`config.mk`:
```
export PLATFORM = sky130hd
export DESIGN_NAME = cache
export DESIGN_NICKNAME = d
export VERILOG_FILES = /design/src/logic/cache_geom_pkg.sv /design/src/logic/cache_msg_pkg.sv /design/src/logic/cache.sv /design/src/logic/cache_storage.sv /design/src/logic/fifo.sv /design/src/logic/miss_control.sv /design/src/logic/pipe_valid_stall.sv
export SDC_FILE = /design/constraint.sdc
export NUM_CORES = 1
export LEC_CHECK = 0
export ABC_AREA = 1
export BUFFER_PORTS_ARGS = -buffer_cell sky130_fd_sc_hd__buf_2
export CELL_PAD_IN_SITES_DETAIL_PLACEMENT = 0
export CELL_PAD_IN_SITES_GLOBAL_PLACEMENT = 2
export CORE_MARGIN = 2
export CORE_UTILIZATION = 47
export CTS_CLUSTER_SIZE = 14
export DETAILED_ROUTE_END_ITERATION = 16
export GPL_TIMING_DRIVEN = 0
export PLACE_DENSITY = 0.91
export SETUP_SLACK_MARGIN = 0.15
export SLEW_MARGIN = 10
export SYNTH_ARGS = -nofsm -noshare
export SYNTH_HDL_FRONTEND = slang
export SYNTH_SLANG_ARGS = --single-unit
```
`constraint.sdc`:
```
create_clock -name clk -period 6.9 [get_ports clk]
set_clock_uncertainty 0.15 [all_clocks]
set_input_delay 0 -clock clk [delete_from_list [all_inputs] [get_ports clk]]
set_output_delay 0 -clock clk [all_outputs]
set_load 0.01 [all_outputs]
```
`src/logic/cache_geom_pkg.sv`:
```
`default_nettype none

package cache_geom_pkg;

	localparam int ADDR_W = 8;
	// tag, index and block offset add up to ADDR_W
	localparam int TAG_W = 3;
	localparam int INDEX_W = 4;
	localparam int BLK_W = 1;
	localparam int SIDE_W = 4;
	localparam int DATA_W = 16;

	typedef logic [ADDR_W-1:0] addr_t;
	typedef logic [TAG_W-1:0] tag_t;
	typedef logic [INDEX_W-1:0] index_t;
	typedef logic [SIDE_W-1:0] side_t;
	typedef logic [DATA_W-1:0] data_t;

	// tag sits at the top of the address
	function automatic tag_t addr_tag(addr_t a);
		return a[ADDR_W-1 -: TAG_W];
	endfunction

	function automatic index_t addr_index(addr_t a);
		return a[BLK_W +: INDEX_W];
	endfunction

endpackage

`default_nettype wire

```
`src/logic/cache_msg_pkg.sv`:
```
`default_nettype none

package cache_msg_pkg;

	// request as it moves through the read pipeline
	typedef struct packed {
		cache_geom_pkg::side_t side;
		cache_geom_pkg::addr_t addr;
	} pipe_req_t;

	// downstream response
	typedef struct packed {
		cache_geom_pkg::data_t data;
		cache_geom_pkg::side_t side;
	} hit_rsp_t;

	// parked miss
	// wait_flag set when this entry owns the outstanding fill
	typedef struct packed {
		cache_geom_pkg::addr_t addr;
		cache_geom_pkg::side_t side;
		logic wait_flag;
	} replay_t;

	typedef enum logic [1:0] {
		IDLE,
		REPLAY,
		STALL
	} ctrl_state_e;

endpackage

`default_nettype wire

```
`src/logic/cache.sv`:
```
`default_nettype none

module cache #(
	parameter int DEPTH = 2
) (
	input  logic clk,
	input  logic rst,
	input  logic us_valid,
	input  cache_geom_pkg::addr_t us_addr,
	input  cache_geom_pkg::side_t us_side,
	output logic us_stall,
	output logic ds_valid,
	output cache_msg_pkg::hit_rsp_t ds_rsp,
	input  logic ds_stall,
	output logic mh_req_valid,
	output cache_geom_pkg::addr_t mh_req_addr,
	input  logic mh_req_stall,
	input  logic mh_fill_valid,
	input  cache_geom_pkg::data_t mh_fill_data,
	output logic mh_fill_stall
);
	// storage read takes two cycles
	localparam int READ_LAT = 2;
	localparam int HIT_DEPTH = DEPTH + 2;
	localparam int RBUF_DEPTH = DEPTH + 2;
	localparam int RQ_DEPTH = DEPTH + 3;
	// each pending fill has its owner in the replay buffer or queue
	localparam int MISS_DEPTH = RBUF_DEPTH + RQ_DEPTH;
	localparam int HIT_CNT_W = $clog2(HIT_DEPTH + 1);

	cache_msg_pkg::pipe_req_t pipe_in, pipe_out;
	logic pipe_in_valid, pipe_out_valid, pipe_stall;
	cache_geom_pkg::addr_t rd_addr;
	cache_geom_pkg::data_t rd_data;
	logic hit, fill_we;
	logic miss_we, miss_match, miss_empty;
	logic hit_we, hit_empty;
	logic [HIT_CNT_W-1:0] hit_free;
	cache_msg_pkg::hit_rsp_t hit_din;
	logic rbuf_we, rbuf_re, rbuf_empty;
	cache_msg_pkg::replay_t rbuf_in, rbuf_out, rq_head;
	logic rq_full, rq_empty, rq_re;

	assign ds_valid = !hit_empty;
	assign mh_req_valid = !miss_empty;
	assign hit_din = '{data: rd_data, side: pipe_out.side};

	miss_control u_ctrl (.*);

	cache_storage u_storage (
		.clk, .rst, .rd_addr,
		.pipe_tag(cache_geom_pkg::addr_tag(pipe_out.addr)),
		.fill_we, .fill_addr(rq_head.addr), .fill_data(mh_fill_data),
		.hit, .rd_data
	);

	pipe_valid_stall #(.DEPTH(READ_LAT), .CNT_W(HIT_CNT_W)) u_pipe (
		.clk, .rst,
		.in_valid(pipe_in_valid), .in_data(pipe_in), .in_stall(pipe_stall),
		.out_valid(pipe_out_valid), .out_data(pipe_out),
		.free_slots(hit_free)
	);

	fifo #(.WIDTH(cache_geom_pkg::ADDR_W), .DEPTH(MISS_DEPTH)) u_miss_fifo (
		.clk, .rst, .we(miss_we), .re(mh_req_valid && !mh_req_stall),
		.din(pipe_out.addr), .dout(mh_req_addr), .full(), .empty(miss_empty),
		.free_slots(), .match_addr(pipe_out.addr), .match(miss_match)
	);

	fifo #(.WIDTH($bits(cache_msg_pkg::hit_rsp_t)), .DEPTH(HIT_DEPTH)) u_hit_fifo (
		.clk, .rst, .we(hit_we), .re(ds_valid && !ds_stall),
		.din(hit_din), .dout(ds_rsp), .full(), .empty(hit_empty),
		.free_slots(hit_free), .match_addr('0), .match()
	);

	fifo #(.WIDTH($bits(cache_msg_pkg::replay_t)), .DEPTH(RBUF_DEPTH)) u_rbuf (
		.clk, .rst, .we(rbuf_we), .re(rbuf_re),
		.din(rbuf_in), .dout(rbuf_out), .full(), .empty(rbuf_empty),
		.free_slots(), .match_addr('0), .match()
	);

	fifo #(.WIDTH($bits(cache_msg_pkg::replay_t)), .DEPTH(RQ_DEPTH)) u_rq (
		.clk, .rst, .we(rbuf_re), .re(rq_re),
		.din(rbuf_out), .dout(rq_head), .full(rq_full), .empty(rq_empty),
		.free_slots(), .match_addr('0), .match()
	);

endmodule

`default_nettype wire

```
`src/logic/cache_storage.sv`:
```
`default_nettype none

module cache_storage (
	input  logic clk,
	input  logic rst,
	input  cache_geom_pkg::addr_t rd_addr,
	input  cache_geom_pkg::tag_t pipe_tag,
	input  logic fill_we,
	input  cache_geom_pkg::addr_t fill_addr,
	input  cache_geom_pkg::data_t fill_data,
	output logic hit,
	output cache_geom_pkg::data_t rd_data
);
	localparam int SETS = 1 << cache_geom_pkg::INDEX_W;

	cache_geom_pkg::data_t data0 [SETS];
	cache_geom_pkg::data_t data1 [SETS];
	cache_geom_pkg::tag_t tag0 [SETS];
	cache_geom_pkg::tag_t tag1 [SETS];
	logic [SETS-1:0] val0, val1;
	// way to replace next, per set
	logic [SETS-1:0] repl;

	cache_geom_pkg::index_t rd_idx, wr_idx;
	cache_geom_pkg::tag_t wr_tag;
	logic present0, present1, wr_way, fwd0, fwd1;

	// read stage a and b
	logic v0a, v1a, v0b, v1b;
	cache_geom_pkg::tag_t t0a, t1a, t0b, t1b;
	cache_geom_pkg::data_t d0a, d1a, d0b, d1b;
	logic hit0, hit1;

	assign rd_idx = cache_geom_pkg::addr_index(rd_addr);
	assign wr_idx = cache_geom_pkg::addr_index(fill_addr);
	assign wr_tag = cache_geom_pkg::addr_tag(fill_addr);

	// a repeated fill refreshes its own way, so a tag never sits in both
	assign present0 = val0[wr_idx] && (tag0[wr_idx] == wr_tag);
	assign present1 = val1[wr_idx] && (tag1[wr_idx] == wr_tag);
	assign wr_way = present0 ? 1'b0 : (present1 ? 1'b1 : repl[wr_idx]);

	assign fwd0 = fill_we && !wr_way && (wr_idx == rd_idx);
	assign fwd1 = fill_we && wr_way && (wr_idx == rd_idx);

	always_ff @(posedge clk or posedge rst) begin
		if (rst) begin
			val0 <= '0;
			val1 <= '0;
			repl <= '0;
			v0a <= 1'b0;
			v1a <= 1'b0;
			v0b <= 1'b0;
			v1b <= 1'b0;
		end else begin
			if (fill_we) begin
				if (wr_way)
					val1[wr_idx] <= 1'b1;
				else
					val0[wr_idx] <= 1'b1;
				if (!present0 && !present1)
					repl[wr_idx] <= ~repl[wr_idx];
			end
			v0a <= fwd0 | val0[rd_idx];
			v1a <= fwd1 | val1[rd_idx];
			v0b <= v0a;
			v1b <= v1a;
		end
	end

	always_ff @(posedge clk) begin
		if (fill_we && !wr_way) begin
			data0[wr_idx] <= fill_data;
			tag0[wr_idx] <= wr_tag;
		end
		if (fill_we && wr_way) begin
			data1[wr_idx] <= fill_data;
			tag1[wr_idx] <= wr_tag;
		end
		// same-index fill goes straight into stage a
		t0a <= fwd0 ? wr_tag : tag0[rd_idx];
		d0a <= fwd0 ? fill_data : data0[rd_idx];
		t1a <= fwd1 ? wr_tag : tag1[rd_idx];
		d1a <= fwd1 ? fill_data : data1[rd_idx];
		t0b <= t0a;
		d0b <= d0a;
		t1b <= t1a;
		d1b <= d1a;
	end

	assign hit0 = v0b && (t0b == pipe_tag);
	assign hit1 = v1b && (t1b == pipe_tag);
	assign hit = hit0 | hit1;
	assign rd_data = hit0 ? d0b : d1b;

	a_one_way: assert property (@(posedge clk) disable iff (rst) !(hit0 && hit1))
		else $error("both ways hit on one lookup");

endmodule

`default_nettype wire

```
`src/logic/fifo.sv`:
```
`default_nettype none

module fifo #(
	parameter int WIDTH = 8,
	parameter int DEPTH = 4
) (
	input  logic clk,
	input  logic rst,
	input  logic we,
	input  logic re,
	input  logic [WIDTH-1:0] din,
	output logic [WIDTH-1:0] dout,
	output logic full,
	output logic empty,
	output logic [$clog2(DEPTH+1)-1:0] free_slots,
	input  cache_geom_pkg::addr_t match_addr,
	output logic match
);
	localparam int AW = (DEPTH > 1) ? $clog2(DEPTH) : 1;
	localparam int CW = $clog2(DEPTH+1);

	logic [WIDTH-1:0] mem [DEPTH];
	// occupancy per slot, used by the address search
	logic [DEPTH-1:0] occ;
	logic [AW-1:0] wr_ptr, rd_ptr;
	logic [CW-1:0] count;

	always_ff @(posedge clk or posedge rst) begin
		if (rst) begin
			wr_ptr <= '0;
			rd_ptr <= '0;
			count <= '0;
			occ <= '0;
		end else begin
			if (we) begin
				occ[wr_ptr] <= 1'b1;
				wr_ptr <= (wr_ptr == AW'(DEPTH-1)) ? '0 : wr_ptr + 1'b1;
			end
			if (re) begin
				occ[rd_ptr] <= 1'b0;
				rd_ptr <= (rd_ptr == AW'(DEPTH-1)) ? '0 : rd_ptr + 1'b1;
			end
			if (we && !re)
				count <= count + 1'b1;
			else if (re && !we)
				count <= count - 1'b1;
		end
	end

	always_ff @(posedge clk) begin
		if (we)
			mem[wr_ptr] <= din;
	end

	assign dout = mem[rd_ptr];
	assign full = (count == CW'(DEPTH));
	assign empty = (count == '0);
	assign free_slots = CW'(DEPTH) - count;

	// compare low address bits of every held entry
	always_comb begin
		match = 1'b0;
		for (int i = 0; i < DEPTH; i++) begin
			if (occ[i] && mem[i][cache_geom_pkg::ADDR_W-1:0] == match_addr)
				match = 1'b1;
		end
	end

	a_no_overrun: assert property (@(posedge clk) disable iff (rst)
		!(we && full) && !(re && empty))
		else $error("fifo written when full or read when empty");

endmodule

`default_nettype wire

```
`src/logic/miss_control.sv`:
```
`default_nettype none

module miss_control (
	input  logic clk,
	input  logic rst,
	input  logic us_valid,
	input  cache_geom_pkg::addr_t us_addr,
	input  cache_geom_pkg::side_t us_side,
	output logic us_stall,
	output cache_msg_pkg::pipe_req_t pipe_in,
	output logic pipe_in_valid,
	input  logic pipe_stall,
	input  cache_msg_pkg::pipe_req_t pipe_out,
	input  logic pipe_out_valid,
	input  logic hit,
	input  logic miss_match,
	output logic miss_we,
	output logic hit_we,
	output logic rbuf_we,
	output logic rbuf_re,
	output cache_msg_pkg::replay_t rbuf_in,
	input  logic rbuf_empty,
	input  logic rq_full,
	input  logic rq_empty,
	input  cache_msg_pkg::replay_t rq_head,
	output logic rq_re,
	input  logic mh_fill_valid,
	output logic mh_fill_stall,
	output logic fill_we,
	output cache_geom_pkg::addr_t rd_addr
);
	cache_msg_pkg::ctrl_state_e state, state_next;
	logic replay_ready;

	always_ff @(posedge clk or posedge rst) begin
		if (rst)
			state <= cache_msg_pkg::IDLE;
		else
			state <= state_next;
	end

	// STALL holds upstream until the queue has room and the buffer drained
	always_comb begin
		state_next = state;
		case (state)
			cache_msg_pkg::IDLE: begin
				if (rq_full)
					state_next = cache_msg_pkg::STALL;
				else if (!rq_empty)
					state_next = cache_msg_pkg::REPLAY;
			end
			cache_msg_pkg::REPLAY: begin
				if (rq_full)
					state_next = cache_msg_pkg::STALL;
				else if (rq_empty)
					state_next = cache_msg_pkg::IDLE;
			end
			cache_msg_pkg::STALL: begin
				if (!rq_full && rbuf_empty)
					state_next = rq_empty ? cache_msg_pkg::IDLE : cache_msg_pkg::REPLAY;
			end
			default: state_next = cache_msg_pkg::IDLE;
		endcase
	end

	// waiting head only leaves together with its fill beat
	assign replay_ready = (state != cache_msg_pkg::IDLE) && !rq_empty &&
		(!rq_head.wait_flag || mh_fill_valid);
	assign rq_re = replay_ready && !pipe_stall;
	assign fill_we = rq_re && rq_head.wait_flag;
	assign mh_fill_stall = mh_fill_valid && !fill_we;

	// replays win over new requests
	assign us_stall = pipe_stall || rq_full || replay_ready || (state == cache_msg_pkg::STALL);
	assign pipe_in_valid = rq_re || (us_valid && !us_stall);

	always_comb begin
		if (rq_re) begin
			pipe_in.side = rq_head.side;
			pipe_in.addr = rq_head.addr;
		end else begin
			pipe_in.side = us_side;
			pipe_in.addr = us_addr;
		end
	end
	assign rd_addr = pipe_in.addr;

	// pipeline output sorting
	assign hit_we = pipe_out_valid && hit;
	assign rbuf_we = pipe_out_valid && !hit;
	assign miss_we = pipe_out_valid && !hit && !miss_match;
	assign rbuf_in = '{addr: pipe_out.addr, side: pipe_out.side, wait_flag: !miss_match};
	assign rbuf_re = !rbuf_empty && !rq_full;

	// a waiting replay travels with its fill beat and so comes back out as a hit
	a_fill_with_wait: assert property (@(posedge clk) disable iff (rst)
		$past(rq_re && rq_head.wait_flag, 2) |-> pipe_out_valid && hit)
		else $error("waiting replay did not come back as a hit with its fill");

endmodule

`default_nettype wire

```
`src/logic/pipe_valid_stall.sv`:
```
`default_nettype none

module pipe_valid_stall #(
	parameter int WIDTH = $bits(cache_msg_pkg::pipe_req_t),
	parameter int DEPTH = 2,
	parameter int CNT_W = 3
) (
	input  logic clk,
	input  logic rst,
	input  logic in_valid,
	input  cache_msg_pkg::pipe_req_t in_data,
	output logic in_stall,
	output logic out_valid,
	output cache_msg_pkg::pipe_req_t out_data,
	input  logic [CNT_W-1:0] free_slots
);
	logic [DEPTH-1:0] vld;
	logic [WIDTH-1:0] payload [DEPTH];
	logic [CNT_W-1:0] in_flight;

	// items already committed to the downstream FIFO
	always_comb begin
		in_flight = '0;
		for (int i = 0; i < DEPTH; i++) begin
			in_flight = in_flight + CNT_W'(vld[i]);
		end
	end

	// need at least one free slot beyond what is in flight
	assign in_stall = (free_slots <= in_flight);

	always_ff @(posedge clk or posedge rst) begin
		if (rst) begin
			vld <= '0;
		end else begin
			vld[0] <= in_valid & ~in_stall;
			for (int i = 1; i < DEPTH; i++) begin
				vld[i] <= vld[i-1];
			end
		end
	end

	// payload shifts every cycle, validity tells what is real
	always_ff @(posedge clk) begin
		payload[0] <= in_data;
		for (int i = 1; i < DEPTH; i++) begin
			payload[i] <= payload[i-1];
		end
	end

	assign out_valid = vld[DEPTH-1];
	assign out_data = payload[DEPTH-1];

endmodule

`default_nettype wire

```
==> results_tabular.tex <==
\begin{tabular}{lr}
\hline
Metric & Value \\
\hline
\multicolumn{2}{l}{\textbf{Route}} \\
Number of nets with antenna violations after routing & 0 \\
First-pass iteration count of the detailed router & 5 \\
Drc violations & 0 \\
Total wire length & 142 mm \\
Routed wirelength normalized by instance count & 25.5 µm \\
DR vias/cell & 5.76 \\
Via count & 32,100 \\
Iter 0 DRT Violations & 4,033 \\
\multicolumn{2}{l}{\textbf{Worst setup path}} \\
WP data arrival & 6610 ps \\
Endpoint of the worst register-to-register path & u\_miss\_fifo.count[3] \\
Top fanout value on the critical path & 21 \\
Number of buffers and inverters on the critical path & 5 \\
Reg2reg start & u\_pipe.payload[0][19] \\
Slowest Stage Delay on Critical Path & 1020 ps \\
Cell breakdown of the critical path & buf\_2, xnor2\_1, nand4\_1, nand3\_1, inv\_1, nand3\_1, clkinv\_1, buf\_2, ha\_1, inv\_1, ha\_1, and3\_1, a211oi\_1, nand2\_1, nand2\_1, nor2\_1, xor2\_1 \\
Required time of the critical path & 7350 ps \\
Cell family with most CP delay & simple AND/OR/NAND/NOR gates \\
Endpoint class of the critical path & register \\
R2R cell count & 17 \\
Kind of critical path & register to register \\
Slowest cell on the critical path & sky130\_fd\_sc\_hd\_\_dfxtp\_1 \\
Critical path startpoint category & register \\
Setup slack of the most critical reg-to-reg path & 740 ps \\
\multicolumn{2}{l}{\textbf{Status}} \\
Result of the run & completed \\
\multicolumn{2}{l}{\textbf{Clock network}} \\
Clock latency of the later-clocked register in the worst-skew pair & 720 ps \\
CTS H-tree lvls & 3 \\
Number of buffers created by CTS & 112 \\
Clock sink total & 1,095 \\
Clk slew on worst S/H paths & 70 ps \\
Buffer cell driving the clock tree root & sky130\_fd\_sc\_hd\_\_clkbuf\_16 \\
TritonCTS clock tree & yes \\
Cts hold-fix bufs & 41 \\
Buffer levels on the longest clock path & 3 \\
Post-CTS setup buffers & 0 \\
Number of instances resized during post-cts repair & 0 \\
\multicolumn{2}{l}{\textbf{Cells and area}} \\
Area of all placed cells without fillers & 52,800 µm² \\
Fill cell total of the finished layout & 8,382 \\
Ratio of cells with drive above 1 in the final layout & 9.09\% \\
Net count reported at finish & 4,254 \\
Area growth from synthesis to final layout & 13.8\% \\
Final core utilization & 53.8\% \\
\multicolumn{2}{l}{\textbf{Timing}} \\
Max Slew Vio Count & 0 \\
Relative slew margins & 9.95\% \\
Slew @ Worst Pin & 1350 ps \\
Final Setup Violations & 0 \\
Highest attainable clock frequency & 162 MHz \\
Unrepaired setup endpoints after global routing & no \\
Clock period minus worst slack & 6160 ps \\
Period utilisation layout & 89.3\% \\
Setup TNS after final layout & 0 ps \\
Final Hold Viols & 0 \\
\multicolumn{2}{l}{\textbf{Worst hold path}} \\
Number of cells traversed by the worst hold path & 4 \\
Worst hold path class & input pin to register \\
WHS Endpoint & u\_pipe.payload[0][3] \\
Hold Crit Start & us\_addr[3] \\
\multicolumn{2}{l}{\textbf{Synthesis}} \\
Yosys Warn Count & 0 \\
Async set-reset flop share out of synthesis & 9.13\% \\
Most frequently used flop master after synthesis & sky130\_fd\_sc\_hd\_\_edfxtp\_1 \\
Share of the yosys chip area belonging to registers & 68.5\% \\
Cell taking the most area after synthesis & sky130\_fd\_sc\_hd\_\_edfxtp\_1 \\
Number of synthesized register bits & 1,095 \\
Number of distinct standard cells referenced by the synthesized netlist & 54 \\
Mean cell area of the mapped netlist & 11.7 µm² \\
Post-synth EDFFs & 933 \\
Net Count, Synth & 4,018 \\
Cell count after synthesis & 3,947 \\
Leading post-synthesis cells by cell area & sky130\_fd\_sc\_hd\_\_edfxtp\_1, sky130\_fd\_sc\_hd\_\_dfrtp\_1, sky130\_fd\_sc\_hd\_\_o21ai\_0 \\
Area fraction of the dominant cell type after synthesis & 60.4\% \\
Cell Area, Synth & 46,400 µm² \\
\multicolumn{2}{l}{\textbf{GRT}} \\
First-pass GRT wire length & 206 mm \\
Initial antenna violation count & 10 \\
Via count of the first global-routing pass & 30,800 \\
Maximum number of pins on one net before global-route repair & 75 \\
Remaining Overflow, GRT & 0 \\
Gr usage total & 27.7\% \\
\multicolumn{2}{l}{\textbf{Place}} \\
Final Wtd Congestion & 0.903 \\
Half-perimeter wire length after placement & 91.4 mm \\
Standard cell area after detailed placement & 48,600 µm² \\
Number of buffer cells added on primary ports & 65 \\
\multicolumn{2}{l}{\textbf{Floorplanning}} \\
Placeable Area & 98,100 µm² \\
Die outline area & 101,000 µm² \\
Height of the chip & 318 µm \\
Initial core utilization & 47.2\% \\
Die Width & 318 µm \\
Number of top-level pins & 66 \\
Cell Rows & 115 \\
\multicolumn{2}{l}{\textbf{Power and ir drop}} \\
Total Power & 27.2 mW \\
Static power due to leakage & 20.0 nW \\
Pwr/cell area & 516 nW/µm² \\
Max rail drop VDD & 0.247 mV \\
\multicolumn{2}{l}{\textbf{Job}} \\
Maximum Capacitance Violations & 0 \\
\hline
\end{tabular}
[kinds of logic (layout without fill, tap and decap cells)]
| group | count (synthesis) | count (layout) | synth area share (%) |
|---|---|---|---|
| compound gates | 951 | 951 | 11.5 |
| xor+xnor | 38 | 38 | 0.718 |
| fa+ha+maj | 37 | 37 | 1.06 |
| buf+inv | 637 | 971 | 5.43 |
| flops | 1095 | 1095 | 68.5 |
| mux | 146 | 146 | 3.20 |
| other cells | 0 | 1 | 0 |
| simple gates | 1043 | 1043 | 9.53 |
[placed cells by master (no fill, tap or decap), drive strengths merged, types with 9 or more instances in the layout]
master	n
edfxtp	933
nand2	565
o21ai	468
inv	414
clkbuf	289
nor2	271
a21oi	225
buf	154
o211ai	138
mux2i	128
nand3	110
dfrtp	100
o22ai	79
dfxtp	62
nand4	61
clkinv	61
dlygate4sd3	41
ha	33
xnor2	21
nor3	19
mux2	18
xor2	17
o221ai	9
[worst max path at each step]
stage	start	cells past startpoint	slack [ps]	endpoint
floorplan	u_rq.rd_ptr[2]	13	2680	u_storage.data1[15][0]
global placement	u_rq.rd_ptr[2]	13	-670	u_storage.data1[6][5]
finish	u_pipe.payload[0][19]	17	740	u_miss_fifo.count[3]
CTS	u_pipe.payload[0][19]	17	790	u_miss_fifo.count[3]
global route	u_pipe.payload[0][19]	16	240	u_miss_fifo.count[3]
detailed placement	u_pipe.payload[0][19]	17	780	u_miss_fifo.count[3]
[registers in the layout, indices dropped and copies added, names as in the netlist, 16 cells and up]
name / flops
u_storage.tag1: 48
u_storage.repl: 16
u_storage.data1: 256
u_storage.val1: 16
u_pipe.payload: 24
u_rq.mem: 65
u_miss_fifo.mem: 128
u_storage.val0: 16
u_storage.d1b: 16
u_hit_fifo.mem: 80
u_storage.data0: 256
u_storage.d0b: 16
u_rbuf.mem: 52
u_storage.tag0: 48
[synth_stat cells, types with 3 or more instances]
master	count
sky130_fd_sc_hd__a211oi_1	6
sky130_fd_sc_hd__a21oi_1	225
sky130_fd_sc_hd__a221oi_1	4
sky130_fd_sc_hd__a22oi_1	8
sky130_fd_sc_hd__buf_1	22
sky130_fd_sc_hd__buf_2	39
sky130_fd_sc_hd__buf_4	6
sky130_fd_sc_hd__buf_6	5
sky130_fd_sc_hd__clkbuf_1	140
sky130_fd_sc_hd__clkinv_1	4
sky130_fd_sc_hd__dfrtp_1	100
sky130_fd_sc_hd__dfxtp_1	62
sky130_fd_sc_hd__edfxtp_1	933
sky130_fd_sc_hd__fa_1	4
sky130_fd_sc_hd__ha_1	33
sky130_fd_sc_hd__inv_1	412
sky130_fd_sc_hd__inv_2	6
sky130_fd_sc_hd__mux2_2	18
sky130_fd_sc_hd__mux2i_1	128
sky130_fd_sc_hd__nand2_1	559
sky130_fd_sc_hd__nand2_4	4
sky130_fd_sc_hd__nand3_1	99
sky130_fd_sc_hd__nand3_2	11
sky130_fd_sc_hd__nand4_1	61
sky130_fd_sc_hd__nor2_1	262
sky130_fd_sc_hd__nor2_2	3
sky130_fd_sc_hd__nor2_4	6
sky130_fd_sc_hd__nor3_1	19
sky130_fd_sc_hd__nor4_1	4
sky130_fd_sc_hd__o2111ai_1	3
sky130_fd_sc_hd__o211ai_1	138
sky130_fd_sc_hd__o21ai_0	441
sky130_fd_sc_hd__o21ai_1	22
sky130_fd_sc_hd__o21ai_2	5
sky130_fd_sc_hd__o221ai_1	9
sky130_fd_sc_hd__o22ai_1	79
sky130_fd_sc_hd__o31ai_1	5
sky130_fd_sc_hd__or2_2	4
sky130_fd_sc_hd__xnor2_1	21
sky130_fd_sc_hd__xor2_1	17
[stage by stage]
stage	std cells	setup slack, ps	hold slack (ps)
floorplan	3947	2680	-51.1
global placement	5299	-667	54.6
detailed placement	5315	783	-134
CTS	5568	790	18.2
global route	5568	245	74.6
finish	5569	735	102
[power by group]
part	internal (mW)	switching, mW
combinational	3.14	8.46
sequential	8.86	0.662
clock	3.46	2.64
[layer usage]
metal,wire (µm),global-route usage (%)
met5,30,0
met4,4750,9.27
met3,12700,4.47
met2,66000,44.7
met1,58400,38.4
[worst reg2reg max path: stages (launching register included)]
cell                       delay (ps)
sky130_fd_sc_hd__dfxtp_1         1020
sky130_fd_sc_hd__buf_2            460
sky130_fd_sc_hd__xnor2_1          160
sky130_fd_sc_hd__nand4_1          770
sky130_fd_sc_hd__nand3_1          700
sky130_fd_sc_hd__inv_1            320
sky130_fd_sc_hd__nand3_1          450
sky130_fd_sc_hd__clkinv_1         310
sky130_fd_sc_hd__buf_2            270
sky130_fd_sc_hd__ha_1             250
sky130_fd_sc_hd__inv_1            120
sky130_fd_sc_hd__ha_1             280
sky130_fd_sc_hd__and3_1           180
sky130_fd_sc_hd__a211oi_1         290
sky130_fd_sc_hd__nand2_1           90
sky130_fd_sc_hd__nand2_1           70
sky130_fd_sc_hd__nor2_1            40
sky130_fd_sc_hd__xor2_1           140
[cell type report]
class	count	area, µm²	area share, %
sequential	1095	31800	60.2
multi-input combinational	2215	12200	23.1
clock buffer	148	3120	5.92
tap	1287	1610	3.05
inverter	423	1600	3.02
timing repair buffer	122	982	1.86
buffer	214	925	1.75
clock inverter	64	601	1.14
antenna	1	2.50	0.00474
No activity file was read; power rests on OpenSTA's default activity.
